`src/hw/z80_bus_pkg.sv`:
```
`default_nettype none

package z80_bus_pkg;

  localparam int ADDR_W     = 16;  // Address bus width
  localparam int DATA_W     = 8;   // Data bus width
  localparam int REFRESH_W  = 7;   // Refresh counter width, as on the Z80 R register
  localparam int CFG_ADDR_W = 2;   // Configuration register address width

  // Configuration register map
  localparam logic [CFG_ADDR_W-1:0] CFG_CTRL    = 2'd0;  // Bit 0 t2_write, bit 1 io_wait, bit 2 refresh_en
  localparam logic [CFG_ADDR_W-1:0] CFG_REFRESH = 2'd1;  // Refresh counter seed

  // Kind of machine cycle requested by the core
  typedef enum logic [2:0] {
    KIND_FETCH     = 3'd0,  // Opcode fetch, M1 cycle
    KIND_MEM_READ  = 3'd1,
    KIND_MEM_WRITE = 3'd2,
    KIND_IO_READ   = 3'd3,
    KIND_IO_WRITE  = 3'd4,
    KIND_INT_ACK   = 3'd5   // Interrupt acknowledge reads the vector from the bus
  } bus_kind_e;

  // T-state of the running machine cycle
  typedef enum logic [2:0] {
    TS_IDLE = 3'd0,
    TS_T1   = 3'd1,
    TS_T2   = 3'd2,
    TS_TW   = 3'd3,  // Wait state, forced or from wait_n
    TS_T3   = 3'd4,
    TS_T4   = 3'd5   // Only reached by fetches with refresh enabled
  } tstate_e;

  // Settings held by the configuration register block
  typedef struct packed {
    logic                 t2_write;      // Write strobe from T2 instead of T3
    logic                 io_wait;       // One automatic wait state on I/O cycles
    logic                 refresh_en;    // Fetches add a refresh T4
    logic [REFRESH_W-1:0] refresh_seed;  // Start value of the refresh counter
  } cfg_t;

  // I/O port cycles, which use iorq_n and may get the automatic wait state
  function automatic logic is_io_kind(input bus_kind_e kind);
    return (kind == KIND_IO_READ) || (kind == KIND_IO_WRITE);
  endfunction

  // Cycles that bring data into the processor
  function automatic logic is_read_kind(input bus_kind_e kind);
    return (kind == KIND_FETCH) || (kind == KIND_MEM_READ) ||
           (kind == KIND_IO_READ) || (kind == KIND_INT_ACK);
  endfunction

endpackage

`default_nettype wire
```
`src/hw/bus_phase_if.sv`:
```
`timescale 1ns/10ps
`default_nettype none

// Phase of the current machine cycle as seen by the strobe generator
interface bus_phase_if;
  import z80_bus_pkg::*;

  bus_kind_e         kind;     // Kind of the latched request
  tstate_e           tstate;   // Current T-state
  logic [ADDR_W-1:0] addr;     // Latched request address
  logic [DATA_W-1:0] wdata;    // Latched write data

  // High in T2 or Tw when the next state is another Tw
  logic              waiting;

  // High for the one T2/Tw cycle that leaves the wait phase, read data is valid then
  logic              sample;

  // The sequencer owns the whole phase
  modport seq (
    output kind,
    output tstate,
    output addr,
    output wdata,
    output waiting,
    output sample
  );

  // The strobe generator only follows it
  modport strobe (
    input  kind,
    input  tstate,
    input  addr,
    input  wdata,
    input  waiting,
    input  sample
  );

endinterface

`default_nettype wire

```
`src/hw/z80_bus_top.sv`:
```
`timescale 1ns/10ps
`default_nettype none

module z80_bus_top (
  input  logic                               clk,
  input  logic                               reset_n,

  // Request port from the core
  input  logic                               req,
  input  z80_bus_pkg::bus_kind_e             req_kind,
  input  logic [z80_bus_pkg::ADDR_W-1:0]     req_addr,
  input  logic [z80_bus_pkg::DATA_W-1:0]     req_wdata,
  output logic                               busy,
  output logic                               done,
  output logic [z80_bus_pkg::DATA_W-1:0]     rdata,

  // Configuration register port
  input  logic                               cfg_we,
  input  logic [z80_bus_pkg::CFG_ADDR_W-1:0] cfg_addr,
  input  logic [z80_bus_pkg::DATA_W-1:0]     cfg_wdata,

  // External bus
  input  logic                               wait_n,
  input  logic [z80_bus_pkg::DATA_W-1:0]     di,
  output logic [z80_bus_pkg::ADDR_W-1:0]     a,
  output logic [z80_bus_pkg::DATA_W-1:0]     dout,
  output logic                               m1_n,
  output logic                               mreq_n,
  output logic                               iorq_n,
  output logic                               rd_n,
  output logic                               wr_n,
  output logic                               rfsh_n
);
  import z80_bus_pkg::*;

  cfg_t cfg;  // Settings shared by sequencer and strobe generator

  bus_phase_if phase_if ();  // Current cycle from sequencer to strobe generator

  bus_cfg_regs bus_cfg_regs_inst (
    .clk       (clk),
    .reset_n   (reset_n),
    .cfg_we    (cfg_we),
    .cfg_addr  (cfg_addr),
    .cfg_wdata (cfg_wdata),
    .cfg       (cfg)
  );

  tstate_sequencer tstate_sequencer_inst (
    .clk       (clk),
    .reset_n   (reset_n),
    .req       (req),
    .req_kind  (req_kind),
    .req_addr  (req_addr),
    .req_wdata (req_wdata),
    .wait_n    (wait_n),
    .cfg       (cfg),
    .busy      (busy),
    .done      (done),
    .phase     (phase_if.seq)
  );

  bus_strobe_gen bus_strobe_gen_inst (
    .clk     (clk),
    .reset_n (reset_n),
    .di      (di),
    .cfg     (cfg),
    .phase   (phase_if.strobe),
    .m1_n    (m1_n),
    .mreq_n  (mreq_n),
    .iorq_n  (iorq_n),
    .rd_n    (rd_n),
    .wr_n    (wr_n),
    .rfsh_n  (rfsh_n),
    .a       (a),
    .dout    (dout),
    .rdata   (rdata)
  );

endmodule

`default_nettype wire

```
`src/hw/bus_strobe_gen.sv`:
```
`timescale 1ns/10ps
`default_nettype none

module bus_strobe_gen (
  input  logic                             clk,
  input  logic                             reset_n,
  input  logic [z80_bus_pkg::DATA_W-1:0]   di,        // Data bus in
  input  z80_bus_pkg::cfg_t                cfg,
  bus_phase_if.strobe                      phase,
  output logic                             m1_n,
  output logic                             mreq_n,
  output logic                             iorq_n,
  output logic                             rd_n,
  output logic                             wr_n,
  output logic                             rfsh_n,
  output logic [z80_bus_pkg::ADDR_W-1:0]   a,         // Address bus
  output logic [z80_bus_pkg::DATA_W-1:0]   dout,      // Data bus out
  output logic [z80_bus_pkg::DATA_W-1:0]   rdata      // Captured read data
);
  import z80_bus_pkg::*;

  logic                 early_win;   // T1 and every cycle that leads into a Tw
  logic                 wr_win;      // Cycles that lower wr_n
  logic                 refresh_go;  // T3 of a fetch that refreshes
  logic [REFRESH_W-1:0] rfsh_cnt;
  logic [REFRESH_W-1:0] seed_q;      // Last seen seed, to spot a new one

  // One cycle late, so the low time is 1 + W cycles
  assign early_win  = (phase.tstate == TS_T1) || phase.waiting;

  // Late writes drop wr_n only in the cycle after the wait phase ends
  assign wr_win     = cfg.t2_write ? early_win : phase.sample;
  assign refresh_go = (phase.tstate == TS_T3) && (phase.kind == KIND_FETCH) && cfg.refresh_en;

  always_ff @(posedge clk)
  begin
    if (!reset_n)
    begin
      m1_n   <= 1'b1;
      mreq_n <= 1'b1;
      iorq_n <= 1'b1;
      rd_n   <= 1'b1;
      wr_n   <= 1'b1;
      rfsh_n <= 1'b1;
    end
    else
    begin
      // Every strobe is released unless the decode below pulls it
      m1_n   <= 1'b1;
      mreq_n <= 1'b1;
      iorq_n <= 1'b1;
      rd_n   <= 1'b1;
      wr_n   <= 1'b1;
      rfsh_n <= 1'b1;

      case (phase.kind)
        KIND_FETCH:
        begin
          if (early_win)
          begin
            m1_n   <= 1'b0;  // M1 marks the opcode read
            mreq_n <= 1'b0;
            rd_n   <= 1'b0;
          end
          if (refresh_go)
          begin
            rfsh_n <= 1'b0;  // Refresh shows up in T4 with mreq_n alone
            mreq_n <= 1'b0;
          end
        end
        KIND_MEM_READ:
        begin
          if (early_win)
          begin
            mreq_n <= 1'b0;
            rd_n   <= 1'b0;
          end
        end
        KIND_IO_READ:
        begin
          if (early_win)
          begin
            iorq_n <= 1'b0;
            rd_n   <= 1'b0;
          end
        end
        KIND_MEM_WRITE:
        begin
          if (wr_win)
          begin
            mreq_n <= 1'b0;  // Address strobe follows the write window
            wr_n   <= 1'b0;
          end
        end
        KIND_IO_WRITE:
        begin
          if (wr_win)
          begin
            iorq_n <= 1'b0;
            wr_n   <= 1'b0;
          end
        end
        KIND_INT_ACK:
        begin
          if (early_win)
          begin
            m1_n   <= 1'b0;  // M1 with iorq_n and no rd_n flags the acknowledge
            iorq_n <= 1'b0;
          end
        end
        default:
        begin
          rd_n <= 1'b1;
        end
      endcase
    end
  end

  // A new seed reloads the counter, otherwise it counts refreshes
  always_ff @(posedge clk)
  begin
    if (!reset_n)
    begin
      rfsh_cnt <= '0;
      seed_q   <= '0;
      rdata    <= '0;
    end
    else
    begin
      seed_q <= cfg.refresh_seed;
      if (cfg.refresh_seed != seed_q)
        rfsh_cnt <= cfg.refresh_seed;
      else if (refresh_go)
        rfsh_cnt <= rfsh_cnt + 1'b1;  // Wraps at 7 bits like the R register
      if (phase.sample && is_read_kind(phase.kind))
        rdata <= di;  // Held until the next read samples
    end
  end

  // Address and data out are registered alongside the strobes
  always_ff @(posedge clk)
  begin
    a    <= refresh_go ? {{(ADDR_W-REFRESH_W){1'b0}}, rfsh_cnt} : phase.addr;
    dout <= phase.wdata;
  end

endmodule

`default_nettype wire

```
`src/hw/tstate_sequencer.sv`:
```
`timescale 1ns/10ps
`default_nettype none

module tstate_sequencer (
  input  logic                             clk,
  input  logic                             reset_n,
  input  logic                             req,        // One-cycle request pulse
  input  z80_bus_pkg::bus_kind_e           req_kind,
  input  logic [z80_bus_pkg::ADDR_W-1:0]   req_addr,
  input  logic [z80_bus_pkg::DATA_W-1:0]   req_wdata,
  input  logic                             wait_n,     // Low stretches the cycle
  input  z80_bus_pkg::cfg_t                cfg,
  output logic                             busy,
  output logic                             done,       // High in the last T-state
  bus_phase_if.seq                         phase
);
  import z80_bus_pkg::*;

  tstate_e           tstate_q;
  tstate_e           tstate_d;
  bus_kind_e         kind_q;
  logic [ADDR_W-1:0] addr_q;
  logic [DATA_W-1:0] wdata_q;
  logic              accept;       // Request taken this cycle
  logic              in_wait;      // In T2 or Tw
  logic              force_wait;   // I/O cycle owed one automatic Tw
  logic              stay_wait;    // Next state is Tw
  logic              do_t4;        // Fetch continues into refresh T4

  // Requests are only seen while the bus is free, a req during a cycle is lost
  assign accept     = (tstate_q == TS_IDLE) && req;
  assign in_wait    = (tstate_q == TS_T2) || (tstate_q == TS_TW);

  // Forced wait applies only leaving T2, wait_n is not looked at there
  assign force_wait = is_io_kind(kind_q) && cfg.io_wait;
  assign stay_wait  = ((tstate_q == TS_T2) && force_wait) || !wait_n;
  assign do_t4      = (kind_q == KIND_FETCH) && cfg.refresh_en;

  always_comb
  begin
    tstate_d = tstate_q;
    case (tstate_q)
      TS_IDLE: if (req) tstate_d = TS_T1;
      TS_T1:   tstate_d = TS_T2;
      TS_T2,
      TS_TW:   tstate_d = stay_wait ? TS_TW : TS_T3;  // Each low wait_n adds a Tw
      TS_T3:   tstate_d = do_t4 ? TS_T4 : TS_IDLE;
      TS_T4:   tstate_d = TS_IDLE;
      default: tstate_d = TS_IDLE;
    endcase
  end

  always_ff @(posedge clk)
  begin
    if (!reset_n)
    begin
      tstate_q <= TS_IDLE;
      kind_q   <= KIND_FETCH;
    end
    else
    begin
      tstate_q <= tstate_d;
      if (accept)
        kind_q <= req_kind;  // Kind stays valid after the cycle for the strobe decode
    end
  end

  // Address and write data are payload and only follow accepted requests
  always_ff @(posedge clk)
  begin
    if (accept)
    begin
      addr_q  <= req_addr;
      wdata_q <= req_wdata;
    end
  end

  // busy covers T1 through the last T-state
  assign busy = (tstate_q != TS_IDLE);
  assign done = ((tstate_q == TS_T3) && !do_t4) || (tstate_q == TS_T4);

  assign phase.kind    = kind_q;
  assign phase.tstate  = tstate_q;
  assign phase.addr    = addr_q;
  assign phase.wdata   = wdata_q;
  assign phase.waiting = in_wait && stay_wait;
  assign phase.sample  = in_wait && !stay_wait;  // Last T2/Tw, read data is on the bus

endmodule

`default_nettype wire

```
`src/hw/bus_cfg_regs.sv`:
```
`timescale 1ns/10ps
`default_nettype none

module bus_cfg_regs (
  input  logic                                clk,
  input  logic                                reset_n,
  input  logic                                cfg_we,     // One-cycle write strobe
  input  logic [z80_bus_pkg::CFG_ADDR_W-1:0]  cfg_addr,
  input  logic [z80_bus_pkg::DATA_W-1:0]      cfg_wdata,
  output z80_bus_pkg::cfg_t                   cfg         // Current settings
);
  import z80_bus_pkg::*;

  cfg_t cfg_q;  // Control bits and refresh seed in one register

  // Registers are decoded by address, anything else falls through
  always_ff @(posedge clk)
  begin
    if (!reset_n)
    begin
      cfg_q <= '0;  // Strobes at T3, no I/O wait, no refresh, seed 0
    end
    else if (cfg_we)
    begin
      case (cfg_addr)
        CFG_CTRL:
        begin
          cfg_q.t2_write   <= cfg_wdata[0];
          cfg_q.io_wait    <= cfg_wdata[1];
          cfg_q.refresh_en <= cfg_wdata[2];
        end
        CFG_REFRESH:
        begin
          cfg_q.refresh_seed <= cfg_wdata[REFRESH_W-1:0];  // Top bit of the byte is unused
        end
        default:
        begin
          cfg_q <= cfg_q;  // Unknown address, write is dropped
        end
      endcase
    end
  end

  // Sequencer reads io_wait and refresh_en, strobe generator the rest
  assign cfg = cfg_q;

endmodule

`default_nettype wire

```
`config.mk`:
```
export PLATFORM = sky130hd
export DESIGN_NAME = z80_bus_top
export DESIGN_NICKNAME = d
export VERILOG_FILES = /design/src/hw/z80_bus_pkg.sv /design/src/hw/bus_phase_if.sv /design/src/hw/z80_bus_top.sv /design/src/hw/bus_strobe_gen.sv /design/src/hw/tstate_sequencer.sv /design/src/hw/bus_cfg_regs.sv
export SDC_FILE = /design/constraint.sdc
export NUM_CORES = 1
export LEC_CHECK = 0
export ABC_AREA = 0
export BUFFER_PORTS_ARGS = -buffer_cell sky130_fd_sc_hd__buf_2
export CORE_MARGIN = 10
export CORE_UTILIZATION = 45
export CTS_CLUSTER_SIZE = 30
export DETAILED_ROUTE_END_ITERATION = 8
export GPL_TIMING_DRIVEN = 0
export MAX_ROUTING_LAYER = met4
export PLACE_DENSITY = 0.7
export SLEW_MARGIN = 20
export SYNTH_ARGS = -nofsm -noshare
export SYNTH_HDL_FRONTEND = slang
export SYNTH_SLANG_ARGS = --single-unit
```
`constraint.sdc`:
```
create_clock -name clk -period 5.6 [get_ports clk]
set_input_delay 0.84 -clock clk [delete_from_list [all_inputs] [get_ports clk]]
set_output_delay 0.84 -clock clk [all_outputs]
set_load 0.01 [all_outputs]
```
==> flow_metrics.py, run 1 <==
metrics = {
    "run_status": {
        "status": "complete, no violations",
    },
    "placement": {
        "placed_cell_area_sq_mm": 0.00389,
        "hpwl_um": 5540,
        "io_buffers": 88,
        "globalplace.congestion": 0.877,
    },
    "sta": {
        "fin_setup_tns_ps": 0,
        "fin_worst_skew_ps": 11.7,
        "rsz0062_at_grt": "no",
        "fmax_ghz": 0.400,
        "relSlewSlack_pct": 49.7,
        "setup_viol": 0,
        "hold_viol_final": 0,
        "post-route-min-period_ps": 2500,
        "period_share_pct": 44.7,
        "tightestPinTransition_ps": 751,
        "drv_slew": 0,
    },
    "detailed_routing": {
        "antenna_left": 0,
        "drc": 0,
        "firstDrtPassIters": 5,
        "drt-total-wl_um": 7200,
        "vias": 2399,
        "post_drt_wl_per_cell_um": 14.9,
        "routed_via_density": 4.96,
        "wl_met2_um": 3690,
        "met1_length_um": 2910,
        "dr_wl_met3_um": 475,
        "topRoutingLayerUsed": "met4",
        "drt_iter0_markers": 95,
    },
    "clock_tree": {
        "cts_resized": 0,
        "post-cts-setup-buffer-count": 0,
        "max-clock-path-buffers": 2,
        "cts_root_buf": "clkbuf_8",
        "htree_levels": 3,
        "cts_buffers": 9,
        "cts_hold_repair.buffers": 0,
        "clock-sinks": 92,
        "insertion_delay_ps": 350,
        "path_clk_slew_ps": 100,
        "cts_tree": "yes",
    },
    "synthesis": {
        "syn_area_sq_mm": 0.00330,
        "synth-edff-count": 24,
        "synth-seq-cells": 92,
        "synthArstFlopShare_pct": 0,
        "synth_cells": 279,
        "syn_area_per_cell_sq_um": 11.8,
        "ys_warn_count": 0,
        "ys_types": 47,
        "synth_ff_type": "dfxtp_1",
        "synth-seq-area-share_pct": 63.2,
        "syn-num-nets": 330,
    },
    "power": {
        "power.leakage_nw": 1.71,
        "p_switching_uw": 350,
        "power_frac_seq_pct": 57.1,
        "p_int_uw": 974,
        "combPwrFrac_pct": 12.3,
        "p_per_area_mw_per_mm2": 325,
        "ir_worst_vdd_uv": 168,
        "p_clk_share_pct": 30.6,
        "swShare_pct": 26.4,
    },
    "layout": {
        "fin_area_sq_mm": 0.00407,
        "layout_commonest_cell": "buf_2",
        "n_antenna_cell": 0,
        "fin_nets": 431,
        "area_growth_pct": 23.6,
        "mostFrequentLayoutCells": "90 x buf_2, 68 x dfxtp_1, 24 x edfxtp_1",
        "drive_above_1_share_pct": 31.7,
        "n_fill_cell": 639,
    },
    "worst_setup_path": {
        "worst_path_dominant_cell_family": "simple AND/OR/NAND/NOR gates",
        "critPathArrivalTime_ps": 1660,
        "endpoint": "done",
        "crit_cells": 5,
        "crit_fanout": 10,
        "critPathLaunchType": "register",
        "r2r-end": "bus_strobe_gen_inst.rfsh_cnt[6]",
        "r2r_cells": 5,
        "path_buf_inv": 2,
        "path_class": "register to output pin",
        "rr_startpoint": "tstate_sequencer_inst.phase.kind[2]",
        "slowest_delay_ps": 430,
        "worst_path_most_repeated_cell": "buf_2",
        "reg2reg_slack_ps": 3610,
        "path_cells": "buf_2, nor4b_4, nor2b_1, nor3b_1, buf_2",
        "end_kind": "output pin",
        "cpMaxStageDelayCell": "nor4b_4",
        "cp.required_ps": 4760,
        "crit_start": "tstate_sequencer_inst.phase.kind[2]",
    },
    "floorplanning": {
        "core-area_sq_mm": 0.00718,
        "start_util_pct": 45.9,
        "pin_count": 90,
        "die_w_um": 106,
        "dieArea_sq_mm": 0.0111,
        "die_h_um": 106,
        "rows": 31,
    },
    "global_routing": {
        "grt_pass1_wl_um": 12000,
        "grt_pass1_vias": 2457,
        "grt-ovfl-total": 0,
        "grt_usage_pct": 13.8,
        "antenna_found_initial": 0,
        "grt_max_degree": 18,
    },
    "worst_hold_path": {
        "hold_path_class": "register to register",
        "hp-start": "tstate_sequencer_inst.phase.wdata[4]",
    },
    "run": {
        "cap_viol_max_count": 0,
    },
}
==> synthesized netlist by cell type (4+ instances only) <==
master,instances,share of area (%)
xor2_1,10,2.7
a211oi_1,4,0.91
dfxtp_1,68,41
and2_1,18,3.4
mux2_2,6,2.0
nand3_1,11,1.7
nand2_1,12,1.4
a21oi_1,21,3.2
clkbuf_1,11,1.3
edfxtp_1,24,22
o21ai_0,14,2.1
nor2_1,19,2.2
mux2i_1,11,3.3
==> layout make-up <==
class                           count  area [sq um]  share of cell area (%)
Sequential cell                    92          2080                    51.1
Multi-Input combinational cell    169          1140                    28.1
Timing Repair Buffer               90           463                    11.4
Clock buffer                        9           124                    3.04
Tap cell                           99           124                    3.04
Buffer                             15          66.3                    1.63
Clock inverter                      7          57.6                    1.41
Inverter                            3          11.3                   0.276
==> power groups by stage <==
stage	logic (mW)	registers, mW	clock network [mW]
after detailed placement	0.166	0.772	0
after CTS	0.166	0.757	0.419
final	0.163	0.756	0.405
after floorplan	0.0885	0.778	0
after global placement	0.157	0.772	0
after global routing	0.182	0.763	0.448
==> stage by stage <==
stage | worst slack, ps | power, mW | utilization, % | hold slack (ps) | std cells
floorplan | 2620 | 0.867 | - | 323 | 279
global placement | 1750 | 0.929 | 53.8 | 324 | 466
detailed placement | 3290 | 0.938 | 54.2 | 327 | 468
CTS | 3090 | 1.34 | 56.8 | 348 | 484
global route | 2980 | 1.39 | 56.8 | 356 | 484
finish | 3100 | 1.32 | 56.8 | 346 | 484
==> routing by layer <==
layer / up-vias / global-route usage (%)
met1: 1116 / 14.6
met5: - / -
met3: 10 / 4.38
met2: 78 / 23.2
met4: 0 / 5.80
li1: 1195 / -
==> kinds of logic after synthesis <==
family                   Yosys count  synth area share [%]
flip-flops                        92                  63.2
AND/OR/NAND/NOR                   85                  15.1
AO/OA/AOI/OAI                     54                  10.4
buffers and inverters             18                  2.35
multiplexers                      17                  5.39
XOR/XNOR                          12                  3.19
adder cells (fa/ha/maj)            1                 0.380
==> worst reg2reg max path: stages (launching register included) <==
cell and delay, ps:
dfxtp_1 300, buf_2 180, nor4b_4 430, nand2_2 160, or4_1 550, a311oi_2 270
==> how the worst min path moves through the flow <==
stage	cells past startpoint	endpoint
after floorplan	0	bus_strobe_gen_inst.dout[0]
after global placement	0	bus_strobe_gen_inst.dout[4]
after detailed placement	0	bus_strobe_gen_inst.dout[4]
after CTS	0	bus_strobe_gen_inst.dout[4]
after global routing	0	bus_strobe_gen_inst.dout[5]
final	0	bus_strobe_gen_inst.dout[4]
==> flip-flops by register name, summed over array words and instances (netlist names) <==
| signal | count |
|---|---|
| bus_strobe_gen_inst.rfsh_cnt | 7 |
| tstate_sequencer_inst.phase.addr | 16 |
| bus_strobe_gen_inst.dout | 8 |
| bus_strobe_gen_inst.iorq_n | 1 |
| bus_strobe_gen_inst.wr_n | 1 |
| tstate_sequencer_inst.phase.tstate | 3 |
| bus_cfg_regs_inst.cfg | 10 |
| tstate_sequencer_inst.phase.kind | 3 |
| bus_strobe_gen_inst.mreq_n | 1 |
| bus_strobe_gen_inst.rdata | 8 |
| bus_strobe_gen_inst.seed_q | 7 |
| bus_strobe_gen_inst.rd_n | 1 |
| tstate_sequencer_inst.phase.wdata | 8 |
| bus_strobe_gen_inst.rfsh_n | 1 |
| bus_strobe_gen_inst.m1_n | 1 |
| bus_strobe_gen_inst.a | 16 |
No activity file was read; power rests on OpenSTA's default activity.
==> run 2, diff against run 1 <==
clock period = 2.45 ns   (was 5.6 ns; I/O delays follow)
==> run 2 against run 1 <==
- via count down 0.21%
- sequential cell count unchanged
- sequential share of layout area up 0.14 points
- sequential power up 130%
- critical path depth unchanged
- design area down 0.28%
- clock-buffer cell count up 2
- critical endpoint unchanged
- largest power group unchanged
==> flow_metrics.py, run 2 (synthesis gave the netlist of run 1 again) <==
metrics = {
    "layout": {
        "n_fill_cell": 639,
        "drive_above_1_share_pct": 31.4,
        "mostFrequentLayoutCells": "90 x buf_2, 68 x dfxtp_1, 24 x edfxtp_1",
        "fin_nets": 431,
        "area_growth_pct": 23.2,
        "n_antenna_cell": 0,
        "layout_commonest_cell": "buf_2",
    },
    "global_routing": {
        "grt_max_degree": 16,
        "grt-ovfl-total": 0,
        "grt_usage_pct": 13.3,
        "grt_pass1_wl_um": 11700,
        "antenna_found_initial": 0,
        "grt_pass1_vias": 2401,
    },
    "worst_setup_path": {
        "rr_startpoint": "tstate_sequencer_inst.phase.kind[2]",
        "r2r-end": "bus_strobe_gen_inst.rfsh_cnt[6]",
        "reg2reg_slack_ps": 540,
        "r2r_cells": 5,
        "crit_fanout": 10,
        "cp.required_ps": 2080,
        "critPathArrivalTime_ps": 1640,
        "cpMaxStageDelayCell": "nor4b_4",
        "path_class": "register to output pin",
        "worst_path_most_repeated_cell": "buf_2",
        "end_kind": "output pin",
        "critPathLaunchType": "register",
        "path_cells": "buf_2, nor4b_4, nor2b_1, nor3b_1, buf_2",
        "slowest_delay_ps": 410,
    },
    "sta": {
        "setup_viol": 0,
        "period_share_pct": 81.7,
        "drv_slew": 0,
        "whs_ps": 181,
        "tightestPinTransition_ps": 720,
        "post-route-min-period_ps": 2000,
        "fin_worst_skew_ps": 8.12,
        "setup_slack_ps": 447,
        "fmax_ghz": 0.499,
        "rsz0062_at_grt": "no",
        "relSlewSlack_pct": 51.7,
        "hold_viol_final": 0,
    },
    "clock_tree": {
        "htree_levels": 3,
        "cts_buffers": 9,
        "path_clk_slew_ps": 90,
        "post-cts-setup-buffer-count": 0,
        "cts_hold_repair.buffers": 0,
        "insertion_delay_ps": 350,
        "max-clock-path-buffers": 2,
        "cts_resized": 0,
        "cts_tree": "yes",
        "clock-sinks": 92,
        "cts_root_buf": "clkbuf_8",
    },
    "placement": {
        "globalplace.congestion": 0.861,
        "pre_cts_slack_ps": 530,
        "io_buffers": 88,
        "hpwl_um": 5480,
    },
    "floorplanning": {
        "rows": 31,
        "pin_count": 90,
        "core-area_sq_mm": 0.00718,
        "dieArea_sq_mm": 0.0111,
        "start_util_pct": 45.9,
        "die_h_um": 106,
        "die_w_um": 106,
    },
    "detailed_routing": {
        "drc": 0,
        "post_drt_wl_per_cell_um": 15.0,
        "routed_via_density": 4.95,
        "antenna_left": 0,
        "firstDrtPassIters": 4,
        "vias": 2394,
        "drt-total-wl_um": 7280,
        "drt_iter0_markers": 62,
    },
    "worst_hold_path": {
        "worstHoldEndpoint": "tstate_sequencer_inst.phase.addr[15]",
        "hp-start": "req_addr[15]",
        "whs_path_depth": 1,
        "hold_path_class": "input pin to register",
    },
    "power": {
        "ir_worst_vdd_uv": 359,
        "p_per_area_mw_per_mm2": 742,
        "power.leakage_nw": 1.70,
    },
    "run_status": {
        "status": "complete, no violations",
    },
    "run": {
        "cap_viol_max_count": 0,
    },
}
## run 2: cell types whose count changed in the layout (fill, tap and decap cells not counted), sizes merged
cell	delta
clkbuf	+2
inv	-3
clkinvlp	+1
## run 2: area by class of cell
class                           count  area, sq um  share of cell area [%]
Sequential cell                    92         2080                    51.3
Buffer                             15         66.3                    1.63
Clock inverter                      5         36.3                   0.893
Multi-Input combinational cell    169         1140                    28.2
Timing Repair Buffer               90          455                    11.2
Inverter                            3         11.3                   0.277
Clock buffer                       11          141                    3.48
Tap cell                           99          124                    3.05
## run 2: per-layer routing
metal  vias to the layer above  part of all wire [%]  global-route usage, %
met5                         -                     0                      -
met4                         0                   2.0                   5.90
met3                        12                   6.8                   3.78
met2                        83                    49                   21.3
met1                      1105                    43                   15.2
li1                       1194                     -                      -
## run 2: critical path: cells and delay by family (launching register included)
kind | cells | cell delay (ps)
AND/OR/NAND/NOR | 3 | 660
buffers and inverters | 2 | 330
flip-flops | 1 | 300
## run 2: report_power, final
part	total, mW	switching [mW]	internal [mW]
logic	0.370	0.209	0.161
clock network	0.914	0.516	0.398
registers	1.73	0.0513	1.68
## run 2: how the worst max path moves through the flow
stage	start	slack (ps)	endpoint	depth (start not counted)
after global placement	tstate_sequencer_inst.phase.tstate[2]	-10	tstate_sequencer_inst.phase.kind[2]	4
final	tstate_sequencer_inst.phase.kind[2]	450	done	5
after CTS	tstate_sequencer_inst.phase.kind[2]	410	done	5
after global routing	tstate_sequencer_inst.phase.kind[2]	340	done	5
after detailed placement	tstate_sequencer_inst.phase.kind[1]	530	bus_strobe_gen_inst.rfsh_cnt[6]	5
after floorplan	tstate_sequencer_inst.phase.tstate[1]	470	tstate_sequencer_inst.phase.kind[2]	4
## run 2: stage by stage
step | total power [mW] | cell area [sq um] | util, % | TNS [ps] | cells
after floorplan | 1.98 | 3300 | - | 0 | 279
after global placement | 2.12 | 3870 | 53.9 | -11.7 | 466
after detailed placement | 2.14 | 3880 | 54.1 | 0 | 468
after CTS | 3.05 | 4060 | 56.6 | 0 | 484
after global routing | 3.16 | 4060 | 56.6 | 0 | 484
final | 3.01 | 4060 | 56.6 | 0 | 484
==> run 3, diff against run 2 <==
PLACE_DENSITY = 0.73   (was 0.7)
clock period = 1.75 ns   (was 2.45 ns; I/O delays follow)
==> run 3 against run 2 <==
- clock power rose by 78%
- via count rose by 2.0%
- global-route usage rose by 0.44 points
- non-clock buffer count rose by 4
- die area did not move
- final cell count rose by 0.83%
- combinational power rose by 50%
- total power rose by 53%
- sequential share of layout area fell by 2.0 points
- worst setup slack got worse by 430 ps
- critical endpoint unchanged
==> flow_metrics.py, run 3 (synthesis gave the netlist of run 1 again) <==
metrics = {
    "sta": {
        "fin_setup_tns_ps": 0,
        "period_share_pct": 98.9,
        "fin_worst_skew_ps": 5.43,
        "fmax_ghz": 0.578,
        "post-route-min-period_ps": 1730,
        "relSlewSlack_pct": 63.7,
        "rsz0062_at_grt": "yes",
        "setup_viol": 0,
        "drv_slew": 0,
        "hold_viol_final": 0,
        "tightestPinTransition_ps": 544,
        "setup_slack_ps": 18.8,
    },
    "layout": {
        "n_antenna_cell": 0,
        "mostFrequentLayoutCells": "89 x buf_2, 64 x dfxtp_1, 24 x edfxtp_1",
        "n_fill_cell": 599,
        "layout_commonest_cell": "buf_2",
        "area_growth_pct": 28.7,
        "fin_area_sq_mm": 0.00424,
        "fin_nets": 435,
        "drive_above_1_share_pct": 36.2,
    },
    "worst_setup_path": {
        "end_kind": "output pin",
        "critPathArrivalTime_ps": 1470,
        "crit_fanout": 5,
        "critPathLaunchType": "register",
        "path_class": "register to output pin",
        "path_cells": "nor4b_4, buf_4, nor2b_4, nor3b_2, buf_2",
        "cpMaxStageDelayCell": "dfxtp_2",
        "slowest_delay_ps": 340,
        "cp.required_ps": 1490,
    },
    "global_routing": {
        "grt_pass1_vias": 2447,
        "antenna_found_initial": 0,
        "grt_max_degree": 18,
        "grt_usage_pct": 13.7,
        "grt_pass1_wl_um": 12000,
        "grt-ovfl-total": 0,
    },
    "clock_tree": {
        "insertion_delay_ps": 360,
        "cts_hold_repair.buffers": 0,
        "cts_tree": "yes",
        "cts_buffers": 9,
        "max-clock-path-buffers": 2,
        "clock-sinks": 92,
        "path_clk_slew_ps": 90,
        "cts_root_buf": "clkbuf_8",
        "htree_levels": 3,
    },
    "detailed_routing": {
        "antenna_left": 0,
        "drt-total-wl_um": 7500,
        "firstDrtPassIters": 4,
        "post_drt_wl_per_cell_um": 15.4,
        "drc": 0,
        "vias": 2442,
        "routed_via_density": 5.00,
        "drt_iter0_markers": 87,
    },
    "floorplanning": {
        "core-area_sq_mm": 0.00718,
        "rows": 31,
        "die_w_um": 106,
        "dieArea_sq_mm": 0.0111,
        "start_util_pct": 45.9,
        "die_h_um": 106,
        "pin_count": 90,
    },
    "placement": {
        "placed_cell_area_sq_mm": 0.00390,
        "globalplace.congestion": 0.811,
        "pre_cts_slack_ps": -160,
        "hpwl_um": 5270,
        "io_buffers": 88,
    },
    "power": {
        "power_mw": 4.62,
        "power.leakage_nw": 1.80,
        "p_per_area_mw_per_mm2": 1090,
        "ir_worst_vdd_uv": 491,
    },
    "worst_hold_path": {
        "hold_path_class": "input pin to register",
    },
    "run": {
        "cap_viol_max_count": 0,
    },
    "run_status": {
        "status": "complete, no violations",
    },
}
[run 3: changes by cell type in the layout (fill, tap and decap cells not counted), moves of 2 or more]
| cell | before | now |
|---|---|---|
| bufinv_16 | 0 | 2 |
| dfxtp_2 | 0 | 2 |
| inv_8 | 0 | 2 |
| clkbuf_2 | 0 | 4 |
| clkbuf_1 | 12 | 7 |
| buf_4 | 2 | 7 |
| clkinvlp_4 | 3 | 0 |
| dfxtp_1 | 68 | 64 |
| dfxtp_4 | 0 | 2 |
[run 3: layer usage]
layer,vias to the layer above,track usage [%],share of wire (%)
met5,-,-,0
met4,0,5.42,1.2
met3,13,4.20,5.7
met2,78,21.2,48
met1,1140,16.5,45
li1,1211,-,-
[run 3: power breakdown]
| part | total [mW] | internal (mW) | switching, mW |
|---|---|---|---|
| clock network | 1.63 | 0.832 | 0.801 |
| logic | 0.555 | 0.253 | 0.302 |
| registers | 2.43 | 2.35 | 0.0842 |
| total | 4.62 | 3.44 | 1.19 |
[run 3: cell type report]
class	instances	area (sq um)	area share (%)
flip-flops and latches	92	2090	49.3
well taps	99	124	2.92
clock inverters	7	105	2.48
repair buffers	96	508	12.0
plain buffers	13	62.6	1.47
multi-input cells	169	1220	28.7
inverters	3	11.3	0.265
clock buffers	9	124	2.92
[run 3: what timing repair did]
action	4_1_cts	5_1_grt
pin swaps	3	4
resized for setup	15	11
setup buffers	4	2
endpoints found under the setup margin	37	22
[run 3: metrics by stage]
step | std cells | hold slack [ps] | util [%]
floorplan | 279 | 323 | -
global placement | 466 | 325 | 54.0
detailed placement | 468 | 329 | 54.3
CTS | 486 | 49.0 | 58.5
global route | 488 | 50.6 | 59.1
finish | 488 | 63.6 | 59.1
[run 3: worst max-delay path: cells and delay by family (launching register included)]
kind                   cells  cell delay [ps]
and+or+nand+nor            3              450
DFF                        1              340
buffers and inverters      2              320
[run 3: final timing paths]
check / start / end / slack, ps / cells after the start
setup / recovery: tstate_sequencer_inst.phase.kind[0] / done / 20 / 5
hold / removal: req_wdata[0] / tstate_sequencer_inst.phase.wdata[0] / 60 / 1
setup reg to reg: tstate_sequencer_inst.phase.kind[0] / bus_strobe_gen_inst.rfsh_cnt[6] / 40 / 5
hold reg to reg: tstate_sequencer_inst.phase.wdata[0] / bus_strobe_gen_inst.dout[0] / 350 / 0
